$ cat config.mk
export PLATFORM = sky130hd
export DESIGN_NAME = tag_store
export DESIGN_NICKNAME = d
export VERILOG_FILES = /design/src/icache_pkg.sv /design/src/tag_store.sv
export SDC_FILE = /design/constraint.sdc
export NUM_CORES = 1
export LEC_CHECK = 0
export ABC_AREA = 0
export BUFFER_PORTS_ARGS = -buffer_cell sky130_fd_sc_hd__buf_2
export CAP_MARGIN = 15
export CELL_PAD_IN_SITES_DETAIL_PLACEMENT = 1
export CELL_PAD_IN_SITES_GLOBAL_PLACEMENT = 1
export CORE_ASPECT_RATIO = 1.25
export CORE_UTILIZATION = 25
export DETAILED_ROUTE_END_ITERATION = 10
export HOLD_SLACK_MARGIN = 0.05
export PLACE_DENSITY = 0.43
export SYNTH_ARGS = -nofsm -noshare
export SYNTH_HDL_FRONTEND = slang
export SYNTH_SLANG_ARGS = --single-unit
$ cat constraint.sdc
create_clock -name clk -period 39.8 [get_ports clk]
set_input_delay 7.96 -clock clk [delete_from_list [all_inputs] [get_ports clk]]
set_output_delay 7.96 -clock clk [all_outputs]
set_load 0.1 [all_outputs]
$ cat src/icache_pkg.sv
`default_nettype none

package icache_pkg;

    // cache geometry, simulation size
    localparam int NUM_WAYS        = 8;
    localparam int IDX_BITS        = 3;
    localparam int INDEX_BITS      = 2;
    localparam int OFFSET_BITS     = 2;
    localparam int ALIGN_BITS      = 3;
    localparam int DATA_WIDTH      = 64;
    localparam int CBUS_DATA_WIDTH = 32;
    localparam int BEATS           = 8;
    localparam int TAG_BITS        = 25;

    typedef logic [TAG_BITS-1:0]         tag_t;
    typedef logic [INDEX_BITS-1:0]       index_t;
    typedef logic [IDX_BITS-1:0]         idx_t;
    typedef logic [OFFSET_BITS-1:0]      offset_t;
    typedef logic [DATA_WIDTH-1:0]       data_t;
    typedef logic [CBUS_DATA_WIDTH-1:0]  cbus_data_t;
    typedef logic [2**ALIGN_BITS-1:0]    strobe_t;
    typedef logic [BEATS-1:0]            ready_t;
    typedef logic [NUM_WAYS-2:0]         select_t;

    // word offset in the upper bits, half select in bit 0
    typedef logic [$clog2(BEATS)-1:0]    beat_t;

    // per-set way arrays
    typedef logic [NUM_WAYS-1:0]         valid_array_t;
    typedef tag_t [NUM_WAYS-1:0]         tag_array_t;

    typedef struct packed {
        tag_t       tag;
        index_t     index;
        offset_t    offset;
        logic       shamt;
        logic [1:0] zeros;
    } addr_t;

    // data RAM word address
    typedef struct packed {
        idx_t    way;
        index_t  index;
        offset_t offset;
    } pos_t;

    typedef struct packed {
        logic  req;
        addr_t addr;
    } ibus_req_t;

    typedef struct packed {
        logic  addr_ok;
        logic  data_ok;
        data_t data;
        logic  index;
    } ibus_resp_t;

    typedef struct packed {
        logic        valid;
        logic [31:0] addr;
    } cbus_req_t;

    typedef struct packed {
        logic       okay;
        logic       last;
        cbus_data_t rdata;
    } cbus_resp_t;

endpackage

`default_nettype wire

$ cat src/tag_store.sv
`default_nettype none

module tag_store import icache_pkg::*; (
    input  logic         clk,
    input  logic         resetn,
    input  index_t       index,
    input  logic         write_en,
    input  valid_array_t new_valid,
    input  tag_array_t   new_tags,
    input  select_t      new_select,
    output valid_array_t valid,
    output tag_array_t   tags,
    output select_t      select
);

    valid_array_t valid_q  [2**INDEX_BITS];
    tag_array_t   tags_q   [2**INDEX_BITS];
    select_t      select_q [2**INDEX_BITS];

    // whole set visible in the same cycle
    assign valid  = valid_q[index];
    assign tags   = tags_q[index];
    assign select = select_q[index];

    always_ff @(posedge clk) begin
        if (resetn) begin
            for (int s = 0; s < 2**INDEX_BITS; s++) begin
                valid_q[s]  <= '0;
                select_q[s] <= '0;
            end
        end else if (write_en) begin
            valid_q[index]  <= new_valid;
            select_q[index] <= new_select;
        end
    end

    always_ff @(posedge clk) begin
        if (write_en) begin
            tags_q[index] <= new_tags;
        end
    end

    assert property (@(posedge clk) resetn |-> !write_en)
        else $error("tag store written during reset");

endmodule

`default_nettype wire

* After elaboration in Yosys (flattened, before gate mapping)
Memories as Yosys holds them, arrays and structs flattened.
Index checks and enable logic that the tools add are counted.
** Cells by class
- $lt $le $gt $ge :: 0
- Reduce and logical (&&, ||, !) cells :: 2
- Divide/modulo/power cells :: 0
- Mux-type cells :: 12
- Eq/ne operators :: 0
- Multipliers :: 0
- Bitwise operators :: 0
- Shift-type cells :: 0
- Add/subtract/negate cells :: 0
** Operators with widths (count)
- $mux 1 :: 8
- $mux 8 :: 1
- $reduce_or 8->1 :: 1
- $mux 7 :: 1
- $reduce_or 7->1 :: 1
- $mux 2 :: 2
** Storage, ports and cells
- Memories kept :: 3
- Bits in read-only memories :: 0
- Latch bits :: 0
- Memory bits (writable) :: 860
- Flip-flop bits (word level) :: 0
** Memory list
- tags_q :: words 4, width 200, read ports 1, clocked after memory_dff 0, wr ports 1, RTL line tag_store.sv:17 : tag_array_t tags_q [2**INDEX_BITS];
- valid_q :: words 4, width 8, read ports 1, clocked after memory_dff 0, wr ports 4, RTL line tag_store.sv:16 : valid_array_t valid_q [2**INDEX_BITS];
- select_q :: words 4, width 7, read ports 1, clocked after memory_dff 0, wr ports 4, RTL line tag_store.sv:18 : select_t select_q [2**INDEX_BITS];

* Logic depth before layout (Yosys ltp)
- Word-level depth :: 5
- Depth in mapped cells :: 6
- Mapped depth without buffers :: 2

* Worst setup path before layout
OpenSTA, ideal clock, no wires.
- Path type :: input to register
- Start :: input port index[0]
- End :: memory select_q[0][0] in the netlist's numbering (enable)
- Buffers on the path :: 3
- Required time :: 39447 ps
- Arrival :: 24616 ps
- Cell stages on the path :: 5
- Slack :: 14831 ps
- Cell sequence :: buf_6 > buf_6 > buf_6 > nor3b_1 > or2_2
** RTL lines
- start: declaration :: RTL line tag_store.sv:6 : input index_t index,
- end: declaration :: RTL line tag_store.sv:18

==> summary.txt <==
Run status
  • Outcome: finished, final reports clean

CTS
  • Clock slew at reported path FFs: ~60 ps
  • Clock Sinks: 860
  • PostCTS Resize Cnt: 0
  • CTS buffer count: 94
  • Buffer count from post-CTS setup fixing: 0
  • Clk buf depth: 3
  • H-tree Lvls: 3
  • CTS tree: done
  • Root Buffer: clkbuf_16
  • Cts hold-fix bufs: 0

Power
  • Worst IR drop on VDD: approximately 0.042 mV
  • Final Total Pwr: around 2.2 mW
  • Leak: around 13 nW
  • P per Cell Area: ~57 nW/um^2

Worst setup path
  • Crit Path Category: in -> out
  • Critical path's largest stage delay: ~800 ps
  • Crit path from: index[1]
  • Critical path buffers and inverters: 4
  • WP data arrival: about 11000 ps
  • Crit path max fanout: 70
  • Family with the most delay on the worst path: buffers and inverters
  • Crit-path most repeated cell: buf_4
  • Critical path depth: 5
  • Worst setup EP type: output port
  • Crit path max-delay cell type: buf_4
  • CP Capture Point: tags[86]
  • Required @ worst endpoint: roughly 32000 ps
  • Crit path launch type: input port
  • CP cell instances: buf_8 > buf_4 > buf_4 > mux4_2 > buf_2

Global route
  • Largest net degree at the start of global routing: ~120
  • GRT Total Usage: 0.121
  • Number of global-route vias before repair: 16200
  • GRT overflow: 0
  • Initial antenna violation count: 26
  • First-pass GRT wire length: 113000 um

Floorplan
  • Die height: about 400 um
  • Core ar.: between 100000 and 150000 um^2
  • IO Count: roughly 440
  • Initial Utilization: 0.253
  • Die width: roughly 320 um
  • Die area: around 130000 um^2
  • Row cnt: between 100 and 150

Synth
  • Synthesized Nets: roughly 1400
  • Syn Inst Count: between 1000 and 1500
  • Netlist cell types: 18
  • Register area share after synthesis: 0.814
  • Post-synthesis area per instance: about 26 um^2
  • Yosys warnings: 0
  • Register bit count reported by yosys: 860
  • Mapped Area: between 30000 and 40000 um^2

Finish
  • Most common cell after layout, fill and taps aside: edfxtp_1
  • Layout cell share with drive strength beyond 1: 0.448
  • Fin cells: approximately 3500
  • Fin area: 38600 um^2
  • Sequential Area: approximately 26000 um^2
  • Area of the multi-input gates: roughly 5200 um^2
  • Area Overhead vs Synth: 21.7%
  • Final #Nets: 1932
  • Most frequent cells in the layout: 860 x edfxtp_1, 432 x buf_2, 215 x mux4_2
  • Fill count: around 13000

Placed design
  • Routability cong.: between 0.7 and 0.8
  • HPWL Detailed: around 47000 um
  • Placed cell area: 35600 um^2
  • PortBufs: about 430
  • Cells after DPL: about 3300

STA
  • RSZ-0062 raised after global routing: false
  • Fin. max-slew vios: 0
  • Final hold vios: 0
  • Worst rel slew slack: 0.317
  • Maximum clock rate: around 0.053 GHz
  • Final setup violation count: 0
  • Setup TNS: 0 ps
  • Final worst-path cycle share: 0.476
  • Final min period: roughly 19000 ps
  • Worst-Margin Slew: between 1000 and 1500 ps

Routing
  • Via Count: 14400
  • Vias per cell: between 4 and 5
  • DRT Wirelength: approximately 78000 um
  • Drt pass-1 iters: 4
  • DRT iter0 DRCs: 607
  • DRC Markers: 0
  • ANT nets after route: 0
  • Avg WL per Cell: between 20 and 25 um

Job
  • Max cap viols: 0

Hold path
  • Min-Delay Path Class: in -> reg
synth_stat cells (all sizes together):
library cell  count  share of area
and3              1        0.00020
buf              55          0.020
clkbuf            3        0.00036
edfxtp          860           0.81
inv              16         0.0019
mux4            215           0.15
nand2b            1        0.00020
nand3b           15         0.0036
nor2             47         0.0056
nor3b             1        0.00024
o21bai            2        0.00047
or2               3        0.00059
or2b              1        0.00024
routing by layer:
layer  global-route usage  up-vias  wire (um)
met5                    0        -        213
met4               0.0466       34       2100
met3               0.0388      142       5100
met2                0.217      397      41200
met1                0.131     7563      29100
li1                     -     6220          -
how the worst min path moves through the flow:
stage	startpoint	end	slack [ps]	cells after the start
final	new_tags[36]	tags_q[2][36]$_DFFE_PP_	7470	1
after global routing	new_tags[63]	tags_q[2][63]$_DFFE_PP_	7420	1
after CTS	new_tags[63]	tags_q[2][63]$_DFFE_PP_	7380	1
after detailed placement	new_tags[48]	tags_q[3][48]$_DFFE_PP_	8180	1
after global placement	new_tags[12]	tags_q[0][12]$_DFFE_PP_	8170	1
after floorplan	new_tags[0]	tags_q[0][0]$_DFFE_PP_	8060	0
metrics by stage:
stage | worst slack, ps | hold slack [ps] | util
final | 20850 | 7470 | 0.308
after global routing | 20680 | 7420 | 0.308
after CTS | 20780 | 7380 | 0.308
after detailed placement | 20780 | 8180 | 0.284
after global placement | 20790 | 8170 | 0.284
after floorplan | 14830 | 8060 | -
cells by family after synthesis:
group / Yosys count / synth area share
buf+inv: 74 / 0.0221
simple gates: 69 / 0.0106
flops: 860 / 0.814
compound gates: 2 / 0.000473
mux: 215 / 0.153
report_power, final:
| part | total, mW | switching (mW) | internal [mW] |
|---|---|---|---|
| logic | 0.286 | 0.229 | 0.0573 |
| clock network | 0.850 | 0.350 | 0.500 |
| registers | 1.06 | 0.0106 | 1.05 |
state kept, by name, summed over array words and instances (netlist names):
signal and cells:
valid_q 32, tags_q 800, select_q 28
layout make-up:
type                       instances  area share
sequential                       860       0.669
multi-input combinational        286       0.135
clock buffer                     122      0.0648
timing repair buffer             454      0.0620
tap                             1690      0.0548
clock inverter                    49      0.0125
inverter                          16     0.00156
antenna                            2    0.000130
Note: power is estimated with default switching activity, not from simulation.
