File: src/icache_pkg.sv
`default_nettype none

package icache_pkg;

    // cache geometry, simulation size
    localparam int NUM_WAYS        = 8;
    localparam int IDX_BITS        = 3;
    localparam int INDEX_BITS      = 2;
    localparam int OFFSET_BITS     = 2;
    localparam int ALIGN_BITS      = 3;
    localparam int DATA_WIDTH      = 64;
    localparam int CBUS_DATA_WIDTH = 32;
    localparam int BEATS           = 8;
    localparam int TAG_BITS        = 25;

    typedef logic [TAG_BITS-1:0]         tag_t;
    typedef logic [INDEX_BITS-1:0]       index_t;
    typedef logic [IDX_BITS-1:0]         idx_t;
    typedef logic [OFFSET_BITS-1:0]      offset_t;
    typedef logic [DATA_WIDTH-1:0]       data_t;
    typedef logic [CBUS_DATA_WIDTH-1:0]  cbus_data_t;
    typedef logic [2**ALIGN_BITS-1:0]    strobe_t;
    typedef logic [BEATS-1:0]            ready_t;
    typedef logic [NUM_WAYS-2:0]         select_t;

    // word offset in the upper bits, half select in bit 0
    typedef logic [$clog2(BEATS)-1:0]    beat_t;

    // per-set way arrays
    typedef logic [NUM_WAYS-1:0]         valid_array_t;
    typedef tag_t [NUM_WAYS-1:0]         tag_array_t;

    typedef struct packed {
        tag_t       tag;
        index_t     index;
        offset_t    offset;
        logic       shamt;
        logic [1:0] zeros;
    } addr_t;

    // data RAM word address
    typedef struct packed {
        idx_t    way;
        index_t  index;
        offset_t offset;
    } pos_t;

    typedef struct packed {
        logic  req;
        addr_t addr;
    } ibus_req_t;

    typedef struct packed {
        logic  addr_ok;
        logic  data_ok;
        data_t data;
        logic  index;
    } ibus_resp_t;

    typedef struct packed {
        logic        valid;
        logic [31:0] addr;
    } cbus_req_t;

    typedef struct packed {
        logic       okay;
        logic       last;
        cbus_data_t rdata;
    } cbus_resp_t;

endpackage

`default_nettype wire

File: src/line_refill.sv
`default_nettype none

module line_refill import icache_pkg::*; (
    input  logic       clk,
    input  logic       resetn,
    input  logic       start,
    input  addr_t      start_addr,
    input  idx_t       start_way,
    input  cbus_resp_t cbus_resp,
    output logic       busy,
    output idx_t       line_way,
    output index_t     line_index,
    output ready_t     ready,
    output pos_t       write_pos,
    output strobe_t    write_strobe,
    output data_t      write_data,
    output cbus_req_t  cbus_req
);

    logic   busy_q;
    ready_t ready_q;
    addr_t  addr_q;
    idx_t   way_q;
    beat_t  count_q;

    always_ff @(posedge clk) begin
        if (resetn) begin
            busy_q  <= 1'b0;
            ready_q <= '0;
        end else if (start) begin
            busy_q  <= 1'b1;
            ready_q <= '0;
        end else begin
            if (cbus_resp.okay) begin
                ready_q[count_q] <= 1'b1;
            end
            if (cbus_resp.last) begin
                busy_q <= 1'b0;
            end
        end
    end

    // critical beat first, counter wraps around the line
    always_ff @(posedge clk) begin
        if (start) begin
            addr_q  <= start_addr;
            way_q   <= start_way;
            count_q <= {start_addr.offset, start_addr.shamt};
        end else if (cbus_resp.okay) begin
            count_q <= count_q + 1'b1;
        end
    end

    assign write_pos.way    = way_q;
    assign write_pos.index  = addr_q.index;
    assign write_pos.offset = count_q[$bits(beat_t)-1:1];

    // low or high half of the word, by bit 0 of the beat
    assign write_strobe = cbus_resp.okay ?
        strobe_t'({(CBUS_DATA_WIDTH / 8){1'b1}}) << (CBUS_DATA_WIDTH / 8 * count_q[0]) :
        '0;
    assign write_data   = {(DATA_WIDTH / CBUS_DATA_WIDTH){cbus_resp.rdata}};

    assign busy       = busy_q;
    assign line_way   = way_q;
    assign line_index = addr_q.index;
    assign ready      = ready_q;

    assign cbus_req.valid = busy_q;
    assign cbus_req.addr  = addr_q;

    assert property (@(posedge clk) disable iff (resetn) cbus_resp.okay |-> busy_q)
        else $error("cache bus beat without a refill");
    assert property (@(posedge clk) disable iff (resetn) cbus_resp.last |-> cbus_resp.okay)
        else $error("last without okay");

endmodule

`default_nettype wire

File: config.mk
export PLATFORM = sky130hd
export DESIGN_NAME = line_refill
export DESIGN_NICKNAME = d
export VERILOG_FILES = /design/src/icache_pkg.sv /design/src/line_refill.sv
export SDC_FILE = /design/constraint.sdc
export NUM_CORES = 1
export LEC_CHECK = 0
export BUFFER_PORTS_ARGS = -buffer_cell sky130_fd_sc_hd__buf_2
export CAP_MARGIN = 20
export CORE_ASPECT_RATIO = 0.9
export CORE_MARGIN = 4
export CORE_UTILIZATION = 30
export CTS_CLUSTER_SIZE = 30
export DETAILED_ROUTE_END_ITERATION = 7
export GPL_ROUTABILITY_DRIVEN = 1
export PLACE_DENSITY_LB_ADDON = 0.08
export SETUP_SLACK_MARGIN = 0.4
export SYNTH_ARGS = -nofsm -noshare
export SYNTH_HDL_FRONTEND = slang
export SYNTH_SLANG_ARGS = --single-unit
File: constraint.sdc
create_clock -name clk -period 1.6 [get_ports clk]
set_input_delay 0.08 -clock clk [delete_from_list [all_inputs] [get_ports clk]]
set_output_delay 0.08 -clock clk [all_outputs]
set_load 0.03 [all_outputs]
* Yosys cells after proc, flatten, opt, wreduce, memory -nomap -nowiden
Index checks and enable logic that the tools add are counted.
Cells by class: shifts and indexed selects 1, reductions and logical operators 4, multiplexer cells 7, bitwise gates (word level) 1, add/sub/neg operators 1, magnitude comparators 2, multipliers 0, divide/modulo/power cells 0, equal/unequal tests 0
Operators with widths (number):
- two-way mux 8 bit | 1
- OR 8 bit | 1
- left shift 4 x 3 -> 8 bit, first input constant | 1
- two-way mux 3 bit | 2
- < comparator 3 x 4 -> 1 bit, second input constant | 1
- nonzero test 2 bit | 2
- adder 3 x 1 -> 3 bit, second input constant | 1
- demux 1 bit (select 3 bit) | 1
- greater-or-equal comparator 3 x 1 -> 1 bit, second input constant | 1
- two-way mux 1 bit | 3
- OR reduction 2 bit | 1
- logical AND 1 bit | 1
Word-level totals: bits in writable memories 0, memory bits (read-only) 0, logic and storage cells 25, latch bits 0, register bits after elaboration 47, input port bits 72, output and inout bits 126, memories kept 0

* Logic depth before layout (Yosys ltp)
depth after elaboration 5, depth in mapped cells 3

* Worst setup path before layout
No wires, ideal clock.
path kind register to output, start point reg count_q[0], end point out write_strobe[1], buffers on the path 2, stages on the path, launching flop included 4, data required time 1.520 ns, slack 0.152 ns, arrival time 1.368 ns, cells stage by stage edfxtp_1 > buf_4 > nor2b_1 > buf_4
On the way: longest elaborated chain between the ends 2
RTL lines:
- start, declared | line line_refill.sv:24 | beat_t count_q;
- start signal, assigned | line line_refill.sv:48 | count_q <= {start_addr.offset, start_addr.shamt};
- start signal, assigned | line line_refill.sv:50 | count_q <= count_q + 1'b1;
- left shift 4 x 3 -> 8 bit | line line_refill.sv:60 | strobe_t'({(CBUS_DATA_WIDTH / 8){1'b1}}) << (CBUS_DATA_WIDTH / 8 * count_q[0]) :
- two-way mux 8 bit | line line_refill.sv:59 | assign write_strobe = cbus_resp.okay ?
- end, declared | line line_refill.sv:15 | output strobe_t write_strobe,
Every way passes these cells.

* Worst setup path after layout
start point reg count_q[1], end point reg count_q[1], data pin
On the way: longest elaborated chain between the ends 3
RTL lines:
- adder 3 x 1 -> 3 bit | line line_refill.sv:50
- two-way mux 3 bit | line line_refill.sv:49 | end else if (cbus_resp.okay) begin
- two-way mux 3 bit | line line_refill.sv:45 | if (start) begin
Every way passes these cells. The select of a mux whose other input is x is not followed. A chain may end at the register's enable or synchronous reset.

==> flow_summary.toml <==
[yosys]
syn_area_um2 = 2190
syn_nets = 234
synth_seq_cells = 47
syn-instance-count = 161
synth_cell_types = 22
synthDominantCellAreaShare_pct = 52.1
synth.yosys.warnings = 0
yosysSeqAreaShare_pct = 60.3
synthTopCellsByArea = "edfxtp_1, buf_4, dfxtp_1"
syn_avg_cell_area_um2 = 13.6
synth_top_cell_by_area = "edfxtp_1"

[grt]
use_met3_pct = 5.15
met2_usage_pct = 21.1
grt-ovfl-total = 0
grt_busiest_layer = "met2"
grt_max_degree = 33
met1_usage_pct = 10.2
grt_pass1_wl_um = 7380
antenna_found_initial = 0
grt_util_all_layers_pct = 11.1
grt_pass1_vias = 1325

[timing]
clock.fmax_mhz = 792
clock_skew_ns = 0.00848
rsz0062_at_grt = "yes"
maxSlewHeadroom_pct = 79.4
hold_violations = 0
fin_tns_setup_ns = 0
worst_slew_pin_slew_ns = 0.310
drv_slew = 0
post-route-period-util_pct = 78.9
period_needed_ns = 1.26
setup_violations = 0

[route]
dr.pass1.iters = 2
wirelength_um = 5260
detail-route-antenna-nets = 0
wl_per_cell_um = 16.2
dr_total_vias = 1311
drc = 0
routed_via_density = 4.03
first_iter_violations = 29

[clock_network]
clkSlewWorstSetupHoldPaths_ns = 0.08
insertion_delay_ns = 0.30
htreeDepth = 2
clkSinkCount = 47
cts-root-buf = "clkbuf_8"
clk_path_buf_depth = 2
numCtsBuffers = 5
cts_tree = "yes"

[floorplanning]
fp.dieH_um = 89.1
dieArea_um2 = 8740
io_pins = 198
start_util_pct = 31.0
die_x_um = 98.1
core_region_area_um2 = 7080
fp-row-count = 29

[placement]
placedInstanceArea_um2 = 2230
hpwl_um = 3930
port_buffers = 101
place_congestion = 0.705

[critical_path]
worstPathRequired_ns = 1.65
ff2ff_path_depth = 2
cp_max_fo = 3
critPathLaunchType = "flop"
worstSetupEndpointType = "flop"
path_class = "reg2reg"
arrival_ns = 1.31

[hold_path]
hold_path_class = "in2reg"
hold_depth = 3

[finish]
nNetsFinal = 304
final_area_um2 = 2840
drive_gt1_share_pct = 53.9
syn_to_final_growth_pct = 29.5
layout_common_cells = "buf_2, edfxtp_1, dlygate4sd3_1"
layout_commonest_cell = "buf_2"
antenna_cells = 0

[power_and_ir_drop]
irDropWorstVdd_mv = 0.414
leakagePower_uw = 0.00125
p_per_area_nw_per_um2 = 1060

[run]
drv_cap = 0

[run_status]
status = "finished clean"
==> cells in the mapped netlist <==
cell,count
dfxtp_1,9
nor4b_2,1
mux2_1,1
nor2_4,1
xnor2_1,1
nor2b_1,1
ha_1,1
buf_4,82
o21a_1,7
and4b_1,3
edfxtp_1,38
and4bb_1,3
buf_2,2
inv_1,1
a21oi_1,1
or2_1,1
and2_1,1
o21ai_1,2
nor3_1,1
nand2b_1,1
nand2_1,2
a41oi_1,1
==> area by class of cell <==
class,instances,area (um^2)
Fill cell,666,4240
Sequential cell,47,1320
Timing Repair Buffer,147,1010
Multi-Input combinational cell,29,267
Tap cell,93,116
Clock buffer,5,68.8
Clock inverter,3,46.3
Inverter,1,3.75
==> sequential cells by signal (all words and copies together), names as in the netlist <==
name	count
count_q	3
busy	1
ready	8
line_index	2
cbus_req	30
line_way	3
==> per-stage QoR <==
step	utilization [%]	total power, uW	setup WS (ns)	instances	hold WS (ns)
after CTS	39.3	3010	0.340	320	0.0379
final	40.1	3010	0.337	325	0.0446
after global routing	40.1	3140	0.293	325	0.0708
after global placement	31.6	2010	0.417	274	0.160
after detailed placement	31.6	2010	0.390	274	0.160
after floorplan	-	2150	0.326	161	0.149
==> timing repair <==
action                     in CTS  in global routing
resized for setup              17                  6
setup endpoints to repair       9                 12
setup buffers                   2                  4
gates cloned                    0                  1
pin swaps                       1                  2
hold endpoints to repair       36                  0
hold buffers                   36                  0
==> cells by family (layout without fill, tap and decap cells) <==
kind of cell | count (synthesis) | after routing | synth area share [%]
AO/OA/AOI/OAI | 11 | 11 | 3.48
XOR/XNOR | 1 | 1 | 0.400
adder cells (fa/ha/maj) | 1 | 1 | 0.571
buffers and inverters | 85 | 156 | 28.7
flip-flops | 47 | 47 | 60.3
multiplexers | 1 | 1 | 0.514
AND/OR/NAND/NOR | 15 | 15 | 6.00
==> final timing paths <==
| kind | from | endpoint | slack, ns |
|---|---|---|---|
| hold / removal | cbus_resp[32] | busy$_SDFFE_PP0P_ | 0.04 |
| hold reg to reg | ready[4]$_SDFFE_PP0P_ | ready[4]$_SDFFE_PP0P_ | 0.46 |
| setup / recovery | count_q[1]$_DFFE_PP_ | count_q[1]$_DFFE_PP_ | 0.34 |
| setup reg to reg | count_q[1]$_DFFE_PP_ | count_q[1]$_DFFE_PP_ | 0.34 |
==> metal layers <==
metal | share of wire [%] | wire length (um) | vias to the layer above
met5 | 0 | 0 | -
met3 | 12 | 649 | 16
met1 | 31 | 1620 | 591
li1 | - | - | 608
met4 | 2.2 | 114 | 0
met2 | 55 | 2880 | 96
==> where the power goes <==
group | internal (uW) | leakage [uW] | total, uW | switching (uW)
logic | 281 | 0.000745 | 664 | 384
registers | 1420 | 0.000446 | 1460 | 40.8
clock network | 471 | 0.0000548 | 882 | 411
==> worst max-delay path: stages (launching register included) <==
cell,delay [ns]
edfxtp_1,0.49
ha_4,0.28
mux2_4,0.26
(Power assumes the default switching activity.)
