### config.mk
export PLATFORM = sky130hd
export DESIGN_NAME = tree_plru
export DESIGN_NICKNAME = d
export VERILOG_FILES = /design/src/icache_pkg.sv /design/src/tree_plru.sv
export SDC_FILE = /design/constraint.sdc
export NUM_CORES = 1
export LEC_CHECK = 0
export CAP_MARGIN = 20
export CORE_AREA = 2 2 39 41
export DETAILED_ROUTE_END_ITERATION = 7
export DIE_AREA = 0 0 41 43
export DONT_BUFFER_PORTS = 1
export SLEW_MARGIN = 20
export SYNTH_ARGS = -nofsm -noshare
export SYNTH_HDL_FRONTEND = slang
export SYNTH_SLANG_ARGS = --single-unit
### constraint.sdc
create_clock -name vclk -period 1.83
set_input_delay 0.183 -clock vclk [all_inputs]
set_output_delay 0.183 -clock vclk [all_outputs]
set_load 0.005 [all_outputs]
### src/icache_pkg.sv
`default_nettype none

package icache_pkg;

    // cache geometry, simulation size
    localparam int NUM_WAYS        = 8;
    localparam int IDX_BITS        = 3;
    localparam int INDEX_BITS      = 2;
    localparam int OFFSET_BITS     = 2;
    localparam int ALIGN_BITS      = 3;
    localparam int DATA_WIDTH      = 64;
    localparam int CBUS_DATA_WIDTH = 32;
    localparam int BEATS           = 8;
    localparam int TAG_BITS        = 25;

    typedef logic [TAG_BITS-1:0]         tag_t;
    typedef logic [INDEX_BITS-1:0]       index_t;
    typedef logic [IDX_BITS-1:0]         idx_t;
    typedef logic [OFFSET_BITS-1:0]      offset_t;
    typedef logic [DATA_WIDTH-1:0]       data_t;
    typedef logic [CBUS_DATA_WIDTH-1:0]  cbus_data_t;
    typedef logic [2**ALIGN_BITS-1:0]    strobe_t;
    typedef logic [BEATS-1:0]            ready_t;
    typedef logic [NUM_WAYS-2:0]         select_t;

    // word offset in the upper bits, half select in bit 0
    typedef logic [$clog2(BEATS)-1:0]    beat_t;

    // per-set way arrays
    typedef logic [NUM_WAYS-1:0]         valid_array_t;
    typedef tag_t [NUM_WAYS-1:0]         tag_array_t;

    typedef struct packed {
        tag_t       tag;
        index_t     index;
        offset_t    offset;
        logic       shamt;
        logic [1:0] zeros;
    } addr_t;

    // data RAM word address
    typedef struct packed {
        idx_t    way;
        index_t  index;
        offset_t offset;
    } pos_t;

    typedef struct packed {
        logic  req;
        addr_t addr;
    } ibus_req_t;

    typedef struct packed {
        logic  addr_ok;
        logic  data_ok;
        data_t data;
        logic  index;
    } ibus_resp_t;

    typedef struct packed {
        logic        valid;
        logic [31:0] addr;
    } cbus_req_t;

    typedef struct packed {
        logic       okay;
        logic       last;
        cbus_data_t rdata;
    } cbus_resp_t;

endpackage

`default_nettype wire

### src/tree_plru.sv
`default_nettype none

// heap-ordered tree: node n has children 2n+1 and 2n+2
// a bit of 1 means the victim lies in the right subtree
module tree_plru import icache_pkg::*; (
    input  select_t select,
    input  idx_t    hit_way,
    output idx_t    victim,
    output select_t new_select
);

    // follow the bits down to a leaf
    always_comb begin : victim_walk
        int node;
        node = 0;
        for (int lvl = IDX_BITS - 1; lvl >= 0; lvl--) begin
            victim[lvl] = select[node];
            node = 2 * node + 1 + int'(select[node]);
        end
    end

    // point every node on the accessed path away from it
    always_comb begin : update_walk
        int node;
        new_select = select;
        node = 0;
        for (int lvl = IDX_BITS - 1; lvl >= 0; lvl--) begin
            new_select[node] = ~hit_way[lvl];
            node = 2 * node + 1 + int'(hit_way[lvl]);
        end
    end

endmodule

`default_nettype wire

; ---- Word-level counts from Yosys, hierarchy flattened
; Index checks and enable logic that the tools add are counted.
; Widths: inputs -> output; s select.
[op_classes]
n_addsub = 6
n_lt_le_gt_ge = 6
mux = 12
n_bitwise = 3
reduce_logical = 2
[op_table]
columns = op, n
row1 = $bwmux 7, 2
row2 = $add 4x1->5, 2
row3 = $lt 5x4->1 const B, 2
row4 = $add 3x1->4 const B, 2
row5 = $lt 2x4->1 const B, 2
row6 = $bmux 1 s3, 2
row7 = $demux 1 s3, 2
row8 = $mux 1, 6
row9 = $ge 5x1->1 const B, 1
row10 = $add 1x1->2 const A, 2
row11 = $not 1->1, 3
row12 = $ge 2x1->1 const B, 1
row13 = $logic_and 1x1->1, 2
[totals]
register_bits = 0
in_bits = 10
out_inout_bits = 10
wordCells = 29

; ---- Logic depth before layout (Yosys ltp)
; Gate-level depths: netlist (run 1).
[depth]
word_depth = 8
ltp_mapped = 5

; ---- Worst setup path before layout (run 1)
; OpenSTA, ideal clock, no wires.
[synth_path]
path_type = input port to output port
start = input port select[0]
end = output port victim[0]
arrival_time_ns = 1.289
required_ns = 1.647
slack_ns = 0.358
path_stages = 5
path_buffers = 0
path_cell_list = mux2i_1 -> ha_1 -> mux2i_1 -> mux2_1 -> o32ai_1
[synth_via]
elab_chain_cells = 8
[synth_lines]
columns = element, line
row1 = from (decl), tree_plru.sv:6  ; input select_t select,
row2 = $add 1x1->2, tree_plru.sv:18  ; node = 2 * node + 1 + int'(select[node]);
row3 = $bmux 1 s3, tree_plru.sv:18
row4 = $mux 1 (not written as such) (2 in a row), tree_plru.sv:18
row5 = $add 4x1->5, tree_plru.sv:18
row6 = $bmux 1 s3 *, -
row7 = $mux 1 * (2 in a row), -
row8 = to (decl), tree_plru.sv:8  ; output idx_t victim,
; Mark *: on every way between the ends. The rest lies on a longest branch, timed or not. The select of a mux whose other input is x is not followed.

; ---- Worst setup path after layout (run 1)
; Ends and elaborated chain as after synthesis.

==> impl_metrics.py, run 1 <==
metrics = {
    "critical_path": {
        "required_ns": 1.65,
        "start_kind": "input pin",
        "path_class": "input pin to output port",
        "cp-end-kind": "output port",
        "cp.arrival_ns": 1.29,
        "path_max_fanout": 6,
    },
    "detailed_routing": {
        "detail_route.wirelength_um": 626,
        "drc": 0,
        "vias_per_cell": 4.38,
        "first_pass_iters": 4,
        "first_iter_violations": 3,
        "antenna_left": 0,
        "vias": 219,
        "post_drt_wl_per_cell_um": 12.5,
    },
    "sta": {
        "holdWs_ns": 0.366,
        "period_share_pct": 80.5,
        "slew_headroom_pct": 80.9,
        "maxClockFrequency_mhz": 679,
        "min_period_ns": 1.47,
        "slew_violations": 0,
        "fin_tns_setup_ns": 0,
        "rsz0062_at_grt": "false",
        "finalHoldViolations": 0,
        "setup_viol": 0,
        "tightestPinTransition_ns": 0.285,
    },
    "finish": {
        "n_clock_buffer": 0,
        "drive_gt1_share_pct": 5.88,
        "design.seq.count": 0,
        "fill_cells": 154,
        "utilization_pct": 18.6,
        "fin_area_um2": 258,
        "insertedDiodeCount": 0,
        "final_net_count": 51,
        "seq_area_um2": 0,
        "synthToLayoutAreaGrowth_pct": 8.42,
    },
    "synth": {
        "synthTopCellsByCount": "a21oi_1 (6), ha_1 (5), nor2_1 (5)",
        "yosysSeqAreaShare_pct": 0,
        "synth_nets": 49,
        "yosys_warnings": 0,
        "synth_top_area_share_pct": 26.3,
        "ys_top_cells_by_area": "ha_1 (26%), a21oi_1 (13%), mux2i_1 (13%), nor2_1 (7.9%), inv_1 (6.3%)",
        "yosysMostFrequentCell": "a21oi_1",
        "synth_cell_types": 15,
        "yosys.area.top_type": "ha_1",
        "syn_area_per_cell_um2": 6.99,
        "synth_area_um2": 238,
        "postSynthCellCount": 34,
    },
    "die": {
        "row_count": 14,
        "start_util_pct": 17.2,
        "die_area_um2": 1760,
        "die_w_um": 41,
        "die_h_um": 43,
        "boundaryPins": 20,
        "core_um2": 1380,
    },
    "power": {
        "power.density_nw_per_um2": 208,
        "leakage_uw": 0.000129,
        "ir_worst_vdd_uv": 52.4,
    },
    "hold_path": {
        "hold_path.class": "input pin to output port",
        "hold-path-cell-count": 0,
    },
    "placed_design": {
        "routabilityCongestion": 0.648,
        "placed_area_um2": 258,
        "port_buffers": 0,
        "hpwl_um": 586,
    },
    "global_route": {
        "grt_pass1_vias": 197,
        "grt_antenna_before_repair": 0,
        "grt_overflow": 0,
        "grt_usage_pct": 6.99,
        "grt_start_max_net_pins": 7,
        "grt_pass1_wl_um": 869,
    },
    "clocking": {
        "postCtsHoldBufs": 0,
        "ctsResizeCount": 0,
        "cts_setup_buffers": 0,
    },
    "run_status": {
        "outcome": "completed",
    },
    "job": {
        "maxCapViolCount": 0,
    },
}
## layer usage
metal	global-route usage, %	routed length [um]	up-vias
met5	0	0	-
met4	0	0	0
met3	3.14	61	0
met2	14.7	370	10
met1	5.38	194	91
li1	-	-	118
## final timing paths
check,start,end,slack [ns]
setup / recovery,select[0],victim[0],0.36
hold / removal,select[0],victim[2],0.37
## placed cells by master, fill, tap and decap left out, drive strengths merged
cell type  n
a21oi      6
and2b      1
nand2b     2
ha         5
nor2       5
nand2      1
buf        1
o22a       1
nand3      1
o21ai      1
mux2       2
mux2i      3
o32ai      1
inv        4
## cell families (layout without fill, tap and decap cells)
kind of cell             Yosys count  in the layout  share of synthesized area (%)
adder cells (fa/ha/maj)            5              5                           26.3
AND/OR/NAND/NOR                   10             10                           20.0
AO/OA/AOI/OAI                      9              9                           22.1
buffers and inverters              5              5                           9.47
multiplexers                       5              5                           22.1
## critical path, stage by stage
cell and delay (ns):
mux2i_1 0.20, ha_1 0.31, mux2i_1 0.14, mux2_1 0.29
o32ai_1 0.16
## report_power, final
part | switching (uW) | internal [uW]
Sequential | 0 | 0
Clock | 0 | 0
Combinational | 26.8 | 26.7
Total | 26.8 | 26.7
## cell type report
type	count	area [um^2]	area share, %
multi-input cells	29	215	83.5
well taps	16	20.0	7.77
repair buffers	1	7.51	2.91
inverters	4	15.0	5.83
## stage by stage
step	std cells	total power, uW	worst slack, ns
after floorplan	34	46.1	0.358
after global placement	50	52.8	0.377
after detailed placement	50	54.8	0.347
after CTS	50	55.0	0.347
after global routing	50	59.7	0.293
final	50	53.6	0.357
(Power assumes the default switching activity.)
==> run 2: changes to the inputs <==
==> constraint.sdc (replaced) <==
create_clock -name vclk -period 1.3
set_input_delay 0.13 -clock vclk [all_inputs]
set_output_delay 0.13 -clock vclk [all_outputs]
set_load 0.005 [all_outputs]
==> run 2 against run 1 <==
  * Wire length fell by 3.4%
  * Power rose by 100%
  * Utilization grew 3.4 points
  * Critical endpoint unchanged
==> impl_metrics.py, run 2 (synthesized netlist as in run 1, its figures left out) <==
metrics = {
    "critical_path": {
        "crit_slowest_cell": "mux2_4",
        "critical_path.cell_chain": "mux2i_4 -> ha_4 -> mux2i_1 -> mux2_4 -> o32ai_4",
        "path_buf_inv": 0,
        "cp-end-kind": "output port",
        "start_kind": "input pin",
        "required_ns": 1.17,
        "path_max_fanout": 6,
        "path_class": "input pin to output port",
        "cpLargestDelayFamily": "multiplexers",
        "cp.arrival_ns": 1.12,
        "slowest_delay_ns": 0.28,
    },
    "detailed_routing": {
        "antenna_left": 0,
        "detail_route.wirelength_um": 605,
        "vias_per_cell": 4.72,
        "vias": 236,
        "first_pass_iters": 2,
        "post_drt_wl_per_cell_um": 12.1,
        "drc": 0,
        "first_iter_violations": 2,
    },
    "placed_design": {
        "hpwl_um": 538,
        "placed_cells": 50,
        "placed_area_um2": 290,
        "port_buffers": 0,
        "routabilityCongestion": 0.640,
    },
    "sta": {
        "holdWs_ns": 0.260,
        "fin_tns_setup_ns": 0,
        "slew_violations": 0,
        "setup_viol": 0,
        "maxClockFrequency_mhz": 799,
        "tightestPinTransition_ns": 0.242,
        "period_share_pct": 96.2,
        "min_period_ns": 1.25,
        "finalHoldViolations": 0,
        "slew_headroom_pct": 83.8,
        "rsz0062_at_grt": "false",
    },
    "power": {
        "power.density_nw_per_um2": 353,
        "leakage_uw": 0.000137,
        "ir_worst_vdd_uv": 80.3,
    },
    "global_route": {
        "grt_overflow": 0,
        "grt_pass1_wl_um": 807,
        "grt_antenna_before_repair": 0,
        "grt_start_max_net_pins": 7,
        "grt_pass1_vias": 210,
        "grt_usage_pct": 6.20,
    },
    "finish": {
        "seq_area_um2": 0,
        "final_cells": 50,
        "mostFrequentLayoutCells": "a21oi_1 (6), nor2_1 (5), inv_1 (4), ha_1 (4)",
        "fill_cells": 158,
        "final_common_cell": "a21oi_1",
        "insertedDiodeCount": 0,
        "synthToLayoutAreaGrowth_pct": 28.4,
        "drive_gt1_share_pct": 17.6,
        "n_clock_buffer": 0,
        "final_net_count": 51,
        "design.seq.count": 0,
        "fin_area_um2": 305,
        "utilization_pct": 22.1,
    },
    "job": {
        "maxCapViolCount": 0,
    },
    "clocking": {
        "postCtsHoldBufs": 0,
        "cts_setup_buffers": 0,
    },
    "die": {
        "die_w_um": 41,
        "start_util_pct": 17.2,
        "die_area_um2": 1760,
        "row_count": 14,
        "die_h_um": 43,
        "core_um2": 1380,
        "boundaryPins": 20,
    },
    "hold_path": {
        "hold_path.class": "input pin to output port",
    },
    "run_status": {
        "outcome": "completed",
    },
}
-- run 2: cell counts in the layout (fill, tap and decap cells not counted) --
Identical to the previous run, type by type.
-- run 2: path summary, 6_finish.rpt --
path,start,end,slack (ns),depth (start not counted)
worst max-delay path,select[0],victim[0],0.05,5
worst min-delay path,select[0],victim[2],0.26,0
-- run 2: final cells by class --
class	instances	area, um^2	share of cell area (%)
Tap cell	16	20.0	6.56
Multi-Input combinational cell	29	263	86.1
Timing Repair Buffer	1	7.51	2.46
Inverter	4	15.0	4.92
-- run 2: timing repair --
item | in CTS | in global routing
gates cloned | 0 | 0
gates resized for setup | 0 | 3
setup endpoints to repair | 1 | 1
pin swaps | 1 | 2
-- run 2: power by group --
group          switching [uW]  total, uW  internal, uW  leakage (uW)
Combinational            48.7        108          59.1      0.000137
Sequential                  0          0             0             0
Clock                       0          0             0             0
Total                    48.7        108          59.1      0.000137
-- run 2: per-stage QoR --
stage | worst slack [ns] | power [uW]
6_report | 0.0489 | 108
5_1_grt | 0.00228 | 119
4_1_cts | 0.0106 | 94.0
3_5_place_dp | -0.0215 | 94.2
3_3_place_gp | -0.0174 | 92.5
2_1_floorplan | 0.0318 | 79.9
-- run 2: metal layers --
layer	vias to the layer above	global-route usage, %	routed length, um
li1	118	-	-
met1	102	4.76	197
met2	16	12.2	317
met4	0	0	0
met3	0	4.19	90
met5	-	0	0
